**config.mk**
```make
export PLATFORM = sky130hd
export DESIGN_NAME = exe_core
export DESIGN_NICKNAME = d
export VERILOG_FILES = /design/src/hw/rv_isa_pkg.sv /design/src/hw/exe_pkg.sv /design/src/hw/pipe_reg.sv /design/src/hw/decoder.sv /design/src/hw/int_registers.sv /design/src/hw/int_alu.sv /design/src/hw/mult_pipe.sv /design/src/hw/bypass_ctrl.sv /design/src/hw/exe_core.sv
export SDC_FILE = /design/constraint.sdc
export NUM_CORES = 2
export LEC_CHECK = 0
export BUFFER_PORTS_ARGS = -buffer_cell sky130_fd_sc_hd__buf_2
export CAP_MARGIN = 10
export CORE_MARGIN = 1.5
export CORE_UTILIZATION = 44
export CTS_CLUSTER_SIZE = 20
export DETAILED_ROUTE_END_ITERATION = 12
export GPL_ROUTABILITY_DRIVEN = 0
export PLACE_DENSITY = 0.56
export SETUP_SLACK_MARGIN = 0.02
export SLEW_MARGIN = 20
export SYNTH_ARGS = -nofsm -noshare
export SYNTH_HDL_FRONTEND = slang
export SYNTH_HIERARCHICAL = 1
export SYNTH_SLANG_ARGS = --single-unit
```
**constraint.sdc**
```tcl
create_clock -name clk_i -period 9.35 [get_ports clk_i]
set_clock_uncertainty 0.15 [all_clocks]
set_input_delay 2.805 -clock clk_i [delete_from_list [all_inputs] [get_ports clk_i]]
set_output_delay 2.805 -clock clk_i [all_outputs]
set_load 0.1 [all_outputs]
```
**src/hw/rv_isa_pkg.sv**
```systemverilog
// RV32 opcode, funct3 and funct7 encodings and instruction field positions
`default_nettype none

package rv_isa_pkg;

	// Major opcodes
	localparam logic [6:0] OPC_OP     = 7'b0110011;
	localparam logic [6:0] OPC_OP_IMM = 7'b0010011;

	// funct3 codes of the ALU subset, MUL shares F3_ADD
	localparam logic [2:0] F3_ADD = 3'b000;
	localparam logic [2:0] F3_SLT = 3'b010;
	localparam logic [2:0] F3_XOR = 3'b100;
	localparam logic [2:0] F3_OR  = 3'b110;
	localparam logic [2:0] F3_AND = 3'b111;

	// funct7 codes
	localparam logic [6:0] F7_BASE   = 7'b0000000;
	localparam logic [6:0] F7_SUB    = 7'b0100000;
	localparam logic [6:0] F7_MULDIV = 7'b0000001;

	// Field positions, lsb of each field
	localparam int OPC_LSB = 0;
	localparam int RD_LSB  = 7;
	localparam int F3_LSB  = 12;
	localparam int RS1_LSB = 15;
	localparam int RS2_LSB = 20;
	localparam int IMM_LSB = 20;
	localparam int F7_LSB  = 25;

endpackage

`default_nettype wire

```
**src/hw/exe_pkg.sv**
```systemverilog
// Data width, register index, ALU operation and stage payload types
`default_nettype none

package exe_pkg;

	localparam int XLEN = 32;

	typedef logic [4:0] reg_addr_t;

	typedef enum logic [2:0] {
		ALU_ADD,
		ALU_SUB,
		ALU_AND,
		ALU_OR,
		ALU_XOR,
		ALU_SLT
	} alu_op_e;

	typedef struct packed {
		logic            valid;
		logic [31:0]     instr;
	} issue_t;

	// Execute latch contents, operands already forwarded
	typedef struct packed {
		logic            valid;
		reg_addr_t       rd;
		logic            we;
		logic            mul;
		alu_op_e         alu_op;
		logic [XLEN-1:0] op_a;
		logic [XLEN-1:0] op_b;
		logic [XLEN-1:0] imm;
		logic            use_imm;
	} exe_ctrl_t;

	typedef struct packed {
		logic            valid;
		reg_addr_t       rd;
		logic [XLEN-1:0] value;
	} mult_stage_t;

	typedef struct packed {
		logic            valid;
		reg_addr_t       rd;
		logic [XLEN-1:0] data;
	} retire_t;

endpackage

`default_nettype wire

```
**src/hw/pipe_reg.sv**
```systemverilog
// Generic pipeline stage register with hold, typed on its payload
`timescale 1ns/1ps
`default_nettype none

module pipe_reg #(
	parameter type payload_t = logic [31:0]
) (
	input  wire      clk_i,
	input  wire      arst_n_i,
	input  wire      hold_i,
	input  payload_t d_i,
	output payload_t q_o
);

	// Valid bit lives inside the payload, so the whole word is cleared
	always_ff @(posedge clk_i or negedge arst_n_i) begin
		if (!arst_n_i) begin
			q_o <= '0;
		end else if (!hold_i) begin
			q_o <= d_i;
		end
	end

	a_q_known: assert property (
		@(posedge clk_i) disable iff (!arst_n_i) !$isunknown(q_o)
	);

endmodule

`default_nettype wire

```
**src/hw/decoder.sv**
```systemverilog
// Instruction decoder for the RV32 ALU and MUL subset
`timescale 1ns/1ps
`default_nettype none

module decoder
	import rv_isa_pkg::*;
	import exe_pkg::*;
(
	input  wire  [31:0]     instr_i,
	output reg_addr_t       rs1_o,
	output reg_addr_t       rs2_o,
	output reg_addr_t       rd_o,
	output logic            we_o,
	output logic            mul_o,
	output logic            use_imm_o,
	output logic [XLEN-1:0] imm_o,
	output alu_op_e         alu_op_o,
	output logic            uses_rs2_o
);

	logic [6:0] opcode;
	logic [2:0] funct3;
	logic [6:0] funct7;
	logic       supported;

	assign opcode = instr_i[OPC_LSB +: 7];
	assign funct3 = instr_i[F3_LSB +: 3];
	assign funct7 = instr_i[F7_LSB +: 7];
	assign rs1_o  = instr_i[RS1_LSB +: 5];
	assign rs2_o  = instr_i[RS2_LSB +: 5];
	assign rd_o   = instr_i[RD_LSB +: 5];
	assign imm_o  = {{(XLEN-12){instr_i[31]}}, instr_i[IMM_LSB +: 12]};

	always_comb begin
		supported  = 1'b0;
		mul_o      = 1'b0;
		use_imm_o  = 1'b0;
		uses_rs2_o = 1'b0;
		alu_op_o   = ALU_ADD;
		if (opcode == OPC_OP) begin
			uses_rs2_o = 1'b1;
			if (funct7 == F7_MULDIV && funct3 == F3_ADD) begin
				supported = 1'b1;
				mul_o     = 1'b1;
			end else if (funct7 == F7_SUB && funct3 == F3_ADD) begin
				supported = 1'b1;
				alu_op_o  = ALU_SUB;
			end else if (funct7 == F7_BASE) begin
				supported = 1'b1;
				case (funct3)
					F3_ADD:  alu_op_o = ALU_ADD;
					F3_SLT:  alu_op_o = ALU_SLT;
					F3_XOR:  alu_op_o = ALU_XOR;
					F3_OR:   alu_op_o = ALU_OR;
					F3_AND:  alu_op_o = ALU_AND;
					default: supported = 1'b0;
				endcase
			end
		end else if (opcode == OPC_OP_IMM) begin
			use_imm_o = 1'b1;
			supported = 1'b1;
			// No SLTI in the subset
			case (funct3)
				F3_ADD:  alu_op_o = ALU_ADD;
				F3_XOR:  alu_op_o = ALU_XOR;
				F3_OR:   alu_op_o = ALU_OR;
				F3_AND:  alu_op_o = ALU_AND;
				default: supported = 1'b0;
			endcase
		end
		if (!supported) begin
			mul_o      = 1'b0;
			uses_rs2_o = 1'b0;
		end
	end

	// Unsupported words and x0 targets become NOPs
	assign we_o = supported && (rd_o != '0);

endmodule

`default_nettype wire

```
**src/hw/int_registers.sv**
```systemverilog
// Integer register file, two read ports and one write port
`timescale 1ns/1ps
`default_nettype none

module int_registers
	import exe_pkg::*;
(
	input  wire             clk_i,
	input  wire             arst_n_i,
	input  reg_addr_t       rs1_i,
	input  reg_addr_t       rs2_i,
	input  reg_addr_t       rd_i,
	input  wire             we_i,
	input  wire  [XLEN-1:0] wdata_i,
	output logic [XLEN-1:0] rdata1_o,
	output logic [XLEN-1:0] rdata2_o
);

	logic [XLEN-1:0] regs [32];

	// x0 is never written, so it stays at its reset value
	always_ff @(posedge clk_i or negedge arst_n_i) begin
		if (!arst_n_i) begin
			for (int i = 0; i < 32; i++) begin
				regs[i] <= '0;
			end
		end else if (we_i && rd_i != '0) begin
			regs[rd_i] <= wdata_i;
		end
	end

	assign rdata1_o = regs[rs1_i];
	assign rdata2_o = regs[rs2_i];

	a_no_x0_write: assert property (
		@(posedge clk_i) disable iff (!arst_n_i) !(we_i && rd_i == '0)
	);

endmodule

`default_nettype wire

```
**src/hw/int_alu.sv**
```systemverilog
// Single-cycle integer ALU
`timescale 1ns/1ps
`default_nettype none

module int_alu
	import exe_pkg::*;
(
	input  alu_op_e         op_i,
	input  wire  [XLEN-1:0] a_i,
	input  wire  [XLEN-1:0] b_i,
	output logic [XLEN-1:0] result_o
);

	logic less;

	assign less = $signed(a_i) < $signed(b_i);

	always_comb begin
		case (op_i)
			ALU_ADD: result_o = a_i + b_i;
			ALU_SUB: result_o = a_i - b_i;
			ALU_AND: result_o = a_i & b_i;
			ALU_OR:  result_o = a_i | b_i;
			ALU_XOR: result_o = a_i ^ b_i;
			ALU_SLT: result_o = {{(XLEN-1){1'b0}}, less};
			default: result_o = '0;
		endcase
	end

endmodule

`default_nettype wire

```
**src/hw/mult_pipe.sv**
```systemverilog
// Multiply path, product formed on entry and carried through the stages
`timescale 1ns/1ps
`default_nettype none

module mult_pipe
	import exe_pkg::*;
#(
	parameter int MULT_STAGES = 5
) (
	input  wire         clk_i,
	input  wire         arst_n_i,
	input  exe_ctrl_t   in_i,
	output mult_stage_t stages_o [1:MULT_STAGES]
);

	mult_stage_t entry;
	mult_stage_t stage_d [1:MULT_STAGES];

	// Low 32 bits only, same for signed and unsigned operands
	always_comb begin
		entry.valid = in_i.valid && in_i.mul && in_i.we;
		entry.rd    = in_i.rd;
		entry.value = in_i.op_a * in_i.op_b;
	end

	for (genvar s = 1; s <= MULT_STAGES; s++) begin : g_stage
		if (s == 1) begin : g_first
			assign stage_d[s] = entry;
		end else begin : g_next
			assign stage_d[s] = stages_o[s-1];
		end

		pipe_reg #(
			.payload_t (mult_stage_t)
		) u_stage (
			.clk_i    (clk_i),
			.arst_n_i (arst_n_i),
			.hold_i   (1'b0),
			.d_i      (stage_d[s]),
			.q_o      (stages_o[s])
		);
	end

endmodule

`default_nettype wire

```
**src/hw/bypass_ctrl.sv**
```systemverilog
// Operand forwarding and issue stall control
`timescale 1ns/1ps
`default_nettype none

module bypass_ctrl
	import exe_pkg::*;
#(
	parameter int MULT_STAGES = 5
) (
	input  reg_addr_t       rs1_i,
	input  reg_addr_t       rs2_i,
	input  reg_addr_t       rd_i,
	input  wire             uses_rs2_i,
	input  wire             is_mul_i,
	input  exe_ctrl_t       exe_i,
	input  wire  [XLEN-1:0] exe_result_i,
	input  mult_stage_t     mult_i [1:MULT_STAGES],
	input  retire_t         wb_i,
	input  wire  [XLEN-1:0] rf_data1_i,
	input  wire  [XLEN-1:0] rf_data2_i,
	output logic [XLEN-1:0] op_a_o,
	output logic [XLEN-1:0] op_b_o,
	output logic            stall_o
);

	logic            exe_alu_wr;
	logic            exe_mul_wr;
	logic            pending_hit;
	logic            wb_clash;
	reg_addr_t       src [2];
	logic [XLEN-1:0] rf_val [2];
	logic [XLEN-1:0] fwd_val [2];

	// True when a pending rd overlaps any register of the presented instruction
	function automatic logic touches(input reg_addr_t busy, input reg_addr_t a,
			input reg_addr_t b, input logic use_b, input reg_addr_t d);
		return (busy == a) || (use_b && busy == b) || (busy == d);
	endfunction

	assign exe_alu_wr = exe_i.valid && exe_i.we && !exe_i.mul;
	assign exe_mul_wr = exe_i.valid && exe_i.we && exe_i.mul;

	assign src[0]    = rs1_i;
	assign src[1]    = rs2_i;
	assign rf_val[0] = rf_data1_i;
	assign rf_val[1] = rf_data2_i;

	// Newest producer wins
	always_comb begin
		for (int i = 0; i < 2; i++) begin
			fwd_val[i] = rf_val[i];
			if (src[i] != '0) begin
				if (exe_alu_wr && exe_i.rd == src[i]) begin
					fwd_val[i] = exe_result_i;
				end else if (mult_i[MULT_STAGES].valid && mult_i[MULT_STAGES].rd == src[i]) begin
					fwd_val[i] = mult_i[MULT_STAGES].value;
				end else if (wb_i.valid && wb_i.rd == src[i]) begin
					fwd_val[i] = wb_i.data;
				end
			end
		end
	end

	assign op_a_o = fwd_val[0];
	assign op_b_o = fwd_val[1];

	// Products are not usable before the last stage
	always_comb begin
		pending_hit = exe_mul_wr && touches(exe_i.rd, rs1_i, rs2_i, uses_rs2_i, rd_i);
		for (int s = 1; s < MULT_STAGES; s++) begin
			if (mult_i[s].valid && touches(mult_i[s].rd, rs1_i, rs2_i, uses_rs2_i, rd_i)) begin
				pending_hit = 1'b1;
			end
		end
	end

	// A non-MUL issued now would reach writeback together with this product
	assign wb_clash = !is_mul_i && mult_i[MULT_STAGES-1].valid;

	assign stall_o = pending_hit || wb_clash;

endmodule

`default_nettype wire

```
**src/hw/exe_core.sv**
```systemverilog
// Execute back end top level with issue latch, multiply path and writeback
`timescale 1ns/1ps
`default_nettype none

module exe_core
	import exe_pkg::*;
#(
	parameter int MULT_STAGES = 5
) (
	input  wire     clk_i,
	input  wire     arst_n_i,
	input  issue_t  issue_i,
	output logic    issue_ready_o,
	output retire_t retire_o
);

	reg_addr_t       dec_rs1;
	reg_addr_t       dec_rs2;
	reg_addr_t       dec_rd;
	logic            dec_we;
	logic            dec_mul;
	logic            dec_use_imm;
	logic [XLEN-1:0] dec_imm;
	alu_op_e         dec_alu_op;
	logic            dec_uses_rs2;

	logic [XLEN-1:0] rf_data1;
	logic [XLEN-1:0] rf_data2;
	logic [XLEN-1:0] op_a;
	logic [XLEN-1:0] op_b;
	logic            stall;
	logic            accept;

	exe_ctrl_t       exe_d;
	exe_ctrl_t       exe_q;
	logic            exe_alu_wr;
	logic [XLEN-1:0] alu_result;
	mult_stage_t     mult_stages [1:MULT_STAGES];
	retire_t         wb_d;
	retire_t         wb_q;

	decoder u_decoder (
		.instr_i    (issue_i.instr),
		.rs1_o      (dec_rs1),
		.rs2_o      (dec_rs2),
		.rd_o       (dec_rd),
		.we_o       (dec_we),
		.mul_o      (dec_mul),
		.use_imm_o  (dec_use_imm),
		.imm_o      (dec_imm),
		.alu_op_o   (dec_alu_op),
		.uses_rs2_o (dec_uses_rs2)
	);

	int_registers u_int_registers (
		.clk_i    (clk_i),
		.arst_n_i (arst_n_i),
		.rs1_i    (dec_rs1),
		.rs2_i    (dec_rs2),
		.rd_i     (wb_q.rd),
		.we_i     (wb_q.valid),
		.wdata_i  (wb_q.data),
		.rdata1_o (rf_data1),
		.rdata2_o (rf_data2)
	);

	bypass_ctrl #(
		.MULT_STAGES (MULT_STAGES)
	) u_bypass_ctrl (
		.rs1_i        (dec_rs1),
		.rs2_i        (dec_rs2),
		.rd_i         (dec_rd),
		.uses_rs2_i   (dec_uses_rs2),
		.is_mul_i     (dec_mul),
		.exe_i        (exe_q),
		.exe_result_i (alu_result),
		.mult_i       (mult_stages),
		.wb_i         (wb_q),
		.rf_data1_i   (rf_data1),
		.rf_data2_i   (rf_data2),
		.op_a_o       (op_a),
		.op_b_o       (op_b),
		.stall_o      (stall)
	);

	assign issue_ready_o = !stall;
	assign accept        = issue_i.valid && !stall;

	// Bubble when nothing is accepted
	always_comb begin
		exe_d = '0;
		if (accept) begin
			exe_d.valid   = 1'b1;
			exe_d.rd      = dec_rd;
			exe_d.we      = dec_we;
			exe_d.mul     = dec_mul;
			exe_d.alu_op  = dec_alu_op;
			exe_d.op_a    = op_a;
			exe_d.op_b    = op_b;
			exe_d.imm     = dec_imm;
			exe_d.use_imm = dec_use_imm;
		end
	end

	pipe_reg #(
		.payload_t (exe_ctrl_t)
	) u_exe_latch (
		.clk_i    (clk_i),
		.arst_n_i (arst_n_i),
		.hold_i   (1'b0),
		.d_i      (exe_d),
		.q_o      (exe_q)
	);

	int_alu u_int_alu (
		.op_i     (exe_q.alu_op),
		.a_i      (exe_q.op_a),
		.b_i      (exe_q.use_imm ? exe_q.imm : exe_q.op_b),
		.result_o (alu_result)
	);

	mult_pipe #(
		.MULT_STAGES (MULT_STAGES)
	) u_mult_pipe (
		.clk_i    (clk_i),
		.arst_n_i (arst_n_i),
		.in_i     (exe_q),
		.stages_o (mult_stages)
	);

	assign exe_alu_wr = exe_q.valid && exe_q.we && !exe_q.mul;

	// Writeback merge, the issue stall keeps the two sources apart
	always_comb begin
		if (mult_stages[MULT_STAGES].valid) begin
			wb_d.valid = 1'b1;
			wb_d.rd    = mult_stages[MULT_STAGES].rd;
			wb_d.data  = mult_stages[MULT_STAGES].value;
		end else begin
			wb_d.valid = exe_alu_wr;
			wb_d.rd    = exe_q.rd;
			wb_d.data  = alu_result;
		end
	end

	pipe_reg #(
		.payload_t (retire_t)
	) u_wb_latch (
		.clk_i    (clk_i),
		.arst_n_i (arst_n_i),
		.hold_i   (1'b0),
		.d_i      (wb_d),
		.q_o      (wb_q)
	);

	assign retire_o = wb_q;

	a_single_writeback: assert property (
		@(posedge clk_i) disable iff (!arst_n_i)
		!(exe_alu_wr && mult_stages[MULT_STAGES].valid)
	);

endmodule

`default_nettype wire

```
### Word-level counts from Yosys, hierarchy flattened

Cells that the tools add are included.

* bits in registers: 1360
* output and inout bits: 39
* word-level logic and storage cells: 202

* $add $sub $neg: 2
* multiply operators: 1
* order comparisons: 5
* equal/unequal tests: 32
* muxes and demuxes: 46
* bitwise operators: 6
* reductions and logical operators: 51

Operators by type and width (count)
* 1024-bit bitwise mux: 1
* 32-bit 2-to-1 mux: 14
* 32-bit binary-select mux with 5-bit select: 2
* 32-bit one-hot mux with 6 select lines: 1
* 32-bit demux with 5-bit select: 1
* 108-bit 2-to-1 mux: 1
* 5-bit equality test: 19
* 38-bit 2-to-1 mux: 1
* 32-bit adder: 1
* 32-bit AND: 1
* 32-bit < comparator: 1
* 32-bit by 32-bit multiplier with 32-bit output: 1
* 32-bit OR: 1
* 32-bit subtractor: 1
* 32-bit bitwise XOR: 1
* 1-bit logical AND: 28
* 5-bit nonzero test: 4
* 6-bit >= comparator (second input constant): 3
* 1-bit 2-to-1 mux: 18
* 5-bit NOT with 6-bit output: 3
* 3-bit equality test (second input constant): 5
* 3-bit 2-to-1 mux: 5
* 7-bit by 6-bit equality test with 1-bit output (second input constant): 2
* 3-bit one-hot mux with 4 select lines: 1
* other kinds (12): 27

### Logic depth before layout (Yosys ltp)

* depth in word-level cells: 20
* gate-level depth with buffers: 27
* depth with buffers taken out: 25

### Modules after synthesis

Netlist, hierarchy kept.

By module, submodules not included
* int_registers: instances 1, cells each 4601, area an instance 55942.4 sq um
* mult_pipe: instances 1, cells each 1698, area an instance 15703.8 sq um
* pipe_reg at u_mult_pipe.g_stage[1].u_stage ...: instances 6, cells each 80, area an instance 1492.7 sq um
* int_alu: instances 1, cells each 781, area an instance 5094.9 sq um
* pipe_reg at u_exe_latch: instances 1, cells each 228, area an instance 4078.9 sq um
* bypass_ctrl: instances 1, cells each 565, area an instance 3514.6 sq um
* exe_core: instances 1, cells each 201, area an instance 1686.6 sq um
* decoder: instances 1, cells each 79, area an instance 575.6 sq um

### Least setup slack after synthesis

Ideal clock, no wire load.

* path type: input port to output port
* start: input port issue_i[27] (netlist bit)
* end: output port issue_ready_o
* arrival time: 4577 ps
* data required time: 6395 ps
* setup slack: 1818 ps
* stages: 8
* path through: or3_4 -> nor3_4 -> and3_1 -> and4b_1 -> nand4_1 -> nand2_1 -> nand4b_1 -> inv_1

RTL lines
* start, declared: line exe_core.sv:12 `input issue_t issue_i,`
* 7-bit zero test or 7-bit by 6-bit equality test with 1-bit output (tied branches): line decoder.sv:48, decoder.sv:45
* 1-bit 2-to-1 mux or 1-bit logical AND (tied branches): line decoder.sv:48, decoder.sv:45
* 1-bit 2-to-1 mux: line decoder.sv:45 `end else if (funct7 == F7_SUB && funct3 == F3_ADD) begin`
* 1-bit 2-to-1 mux: line decoder.sv:42 `if (funct7 == F7_MULDIV && funct3 == F3_ADD) begin`
* 1-bit 2-to-1 mux: line decoder.sv:40 `if (opcode == OPC_OP) begin`
* 1-bit 2-to-1 mux *: line decoder.sv:71 `if (!supported) begin`
* via dec_mul: line exe_core.sv:21 `logic dec_mul;`
* 1-bit zero test *: line bypass_ctrl.sv:78 `assign wb_clash = !is_mul_i && mult_i[MULT_STAGES-1].valid;`
* 1-bit logical AND *: line bypass_ctrl.sv:78
* 1-bit logical OR *: line bypass_ctrl.sv:80 `assign stall_o = pending_hit || wb_clash;`
* via stall: line exe_core.sv:31 `logic stall;`
* 1-bit zero test *: line exe_core.sv:86 `assign issue_ready_o = !stall;`
* end, declared: line exe_core.sv:13 `output logic issue_ready_o,`

Mark *: on every way through the listed nets, which the timed path passes. The rest lies on a longest branch.

### Worst setup path after layout

* start: input port issue_i[31] (netlist bit)
* end: output port issue_ready_o

The elaborated chain is that of the path after synthesis.

==> out/summary.txt <==
P_sw = 5.994 mW
IR drop worst, VDD = 0.1777 mV
Seq pwr share = 0.388
die width = 469.0 um
worst slew pin tran = 1.148 ns
max-slew violation count = 0
CP Class = in -> out
clock network power share = 0.360
Compound-Gate Fraction of Synth Area = 0.08067
Sink Count = 1,360
commonest non-fill, non-tap cell in the layout = dfrtp_1
crit end category = output pin
Initial Util = 0.4439
PD cells = 171.0 mW/mm2
Critical Path Start Type = primary input
share of layout cells above drive strength 1 = 0.2357
Comb power frac = 0.252
hold_ws = 0.2499 ns
Row Count = 170
DRC viols = 0
simple-gate portion of the synthesized area = 0.08899
Via density = 5.995
Required @ worst endpoint = 6.40 ns
TritonCTS clock tree = yes
Final Hold Viols = 0
post-detail-place hpwl = 200.8 mm
global-route wire length before repair = 465.0 mm
Max Cap Viol = 0
mux cell area share after synthesis = 0.2781
switching share of power = 0.3416
Port Buffers = 73
Final Setup Violations = 0
Final Net Count = 8,973
ys async rst share = 1.000
Ys Warns = 6
run status = complete, no violations
maximum root-to-sink buffer count = 3
GRT Overall Usage = 0.2821
Mapped Area = 0.09555 mm2
CTS resizes = 0
Die ar. = 0.2200 mm2
Clock Latency Late Sink = 0.82 ns
unrepaired setup endpoints after global routing = no
critical-path maximum fanout = 22
wire per inst = 27.75 um
largest net degree at the start of global routing = 152
total CTS buffers = 159
adder-cell share of the synthesized area = 0.1152
sequential share of the synthesized area = 0.3562
antenna-violating nets left = 0
initial antenna violation count = 19
largest family of logic cells by synthesized area = multiplexers
root buffer cell = clkbuf_16
core area = 0.2153 mm2
synthesized area per cell = 11.07 um2
Remaining Overflow, GRT = 0
# IOs = 74
Cell variety after synth = 110
via count = 67,630
Hold Buf Count CTS = 0
Routed WL = 313.1 mm
commonest non-fill, non-tap cells in the layout = dfrtp_1, mux2_2, mux2i_1
Post-CTS Setup Inserts = 0
vias in the first global route = 68,715
Worst EP arrival = 5.63 ns
Post-Syn Instances = 8,633
CTS H-tree depth = 4
leakage = 49.80 nW
Slew HR = 0.2348
Final period util = 0.9180
Main synth FF type = dfrtp_1
clock-pin transition on the worst setup and hold timing paths = 0.06 ns
minimum clock period = 8.583 ns
DIE HEIGHT = 469.0 um
drt pass-1 iters = 9
synthesis-stage register bit count = 1,360
Fmax achieved = 0.1165 GHz
fillcell total = 19,623
Worst Hold Class = reg -> reg
Post-Synth XOR/XNOR Area = 0.01861
area grow syn2layout = 7.420%
number of DRC markers in iteration 0 = 5,553
Post-synth EDFFs = 0
P_int = 11.55 mW
setup TNS = 0 ns
sequential cells by signal (all words and copies together), names as in the netlist:
| signal | count |
|---|---|
| u_int_registers/regs | 1024 |
| u_exe_latch/q_o | 108 |
| u_wb_latch/q_o | 38 |
| u_mult_pipe/g_stage.u_stage/q_o | 190 |
layer usage:
layer  track usage  wire length (um)  share of wire  up-vias
li1              -                 -              -    29440
met5             0                70        0.00022        -
met4       0.09932             11520          0.037       12
met1        0.3869            138800           0.44    35287
met2        0.4548            145000           0.46     2304
met3       0.04071             17760          0.057      587
area by class of cell:
cell class	count	area [um2]	share of cell area
antenna	19	47.55	0.0004632
inverter	464	1742	0.01697
clock buffer	228	4531	0.04414
multi-input combinational	6057	55850	0.5441
sequential	1360	34040	0.3316
clock inverter	54	759.5	0.007399
tap	2838	3551	0.03459
timing repair buffer	262	2132	0.02077
cells by family (layout without fill, tap and decap cells):
logic type	after synthesis	after routing
other	2	32
AO/OA/AOI/OAI	1117	1117
AND/OR/NAND/NOR	1662	1662
XOR/XNOR	203	203
adder cells (fa/ha/maj)	634	634
multiplexers	2428	2428
buffers and inverters	1227	1008
flip-flops	1360	1360
power groups by stage:
| stage | combinational (mW) | sequential [mW] | clock (mW) |
|---|---|---|---|
| 2_1_floorplan | 2.72 | 6.92 | 0 |
| 3_3_place_gp | 4.29 | 6.91 | 0 |
| 3_5_place_dp | 4.31 | 6.90 | 0 |
| 4_1_cts | 4.36 | 6.81 | 6.46 |
| 5_1_grt | 4.73 | 6.85 | 6.70 |
| 6_report | 4.41 | 6.81 | 6.32 |
stage by stage:
stage	util	std cells	power, mW	setup WS, ns	instance area (um2)
floorplan	-	8644	9.642	1.819	95590
global placement	0.4520	10981	11.20	0.7151	97310
finish	0.4768	11282	17.55	0.7666	102600
detailed placement	0.4520	10981	11.21	0.7592	97310
global route	0.4767	11272	18.28	0.6220	102600
CTS	0.4766	11263	17.63	0.7424	102600
critical path: stages:
cell	delay [ns]
buf_2	0.26
or3_4	0.40
nor3_4	0.23
and3_1	0.23
and4b_1	0.44
nand4_1	0.13
nand2_1	0.11
nand4b_1	0.42
inv_1	0.14
buf_2	0.44
cells in the mapped netlist (9+ instances only):
cell / count / area (um2)
buf_6: 87 / 979.7
buf_4: 115 / 863.3
ha_1: 224 / 2803
clkbuf_1: 358 / 1344
nor3_1: 101 / 505.5
nand2_1: 571 / 2143
mux2i_1: 1031 / 10320
nor2_1: 125 / 469.2
o211ai_1: 16 / 120.1
nand3_1: 229 / 1146
mux2_4: 140 / 2102
nor2_4: 17 / 191.4
a21o_1: 27 / 202.7
and2_1: 459 / 2872
o21ai_1: 31 / 155.2
nand2b_1: 9 / 56.30
inv_1: 461 / 1730
nor2b_1: 17 / 106.4
a22o_1: 129 / 1130
nor4_1: 12 / 75.07
buf_1: 33 / 123.9
a221o_1: 33 / 330.3
and3_1: 45 / 281.5
a21oi_1: 299 / 1496
dfrtp_1: 1360 / 34030
mux2_2: 1216 / 13690
o22ai_1: 14 / 87.58
xor2_1: 90 / 788.3
mux2_1: 41 / 461.7
a311oi_1: 32 / 280.3
a31oi_1: 78 / 488.0
buf_2: 158 / 790.8
a22oi_1: 228 / 1712
and2_4: 20 / 175.2
xnor2_1: 113 / 989.7
fa_1: 410 / 8208
o21bai_1: 17 / 127.6
a211oi_1: 18 / 135.1
o21ai_0: 102 / 510.5
final timing paths:
kind	cells past startpoint	startpoint	endpoint	slack (ns)
setup / recovery	10	issue_i[31]	issue_ready_o	0.77
hold / removal	0	u_int_registers/regs[1021]	u_int_registers/regs[1021]	0.25
setup reg to reg	23	u_exe_latch/q_o[35]	u_mult_pipe/g_stage[1].u_stage/q_o[29]	1.06
hold reg to reg	0	u_int_registers/regs[1021]	u_int_registers/regs[1021]	0.25
max in group asynchronous	2	arst_n_i	u_int_registers/regs[878]	5.59
min in group asynchronous	1	arst_n_i	u_exe_latch/q_o[18]	1.88
Note: power is estimated with default switching activity, not from simulation.
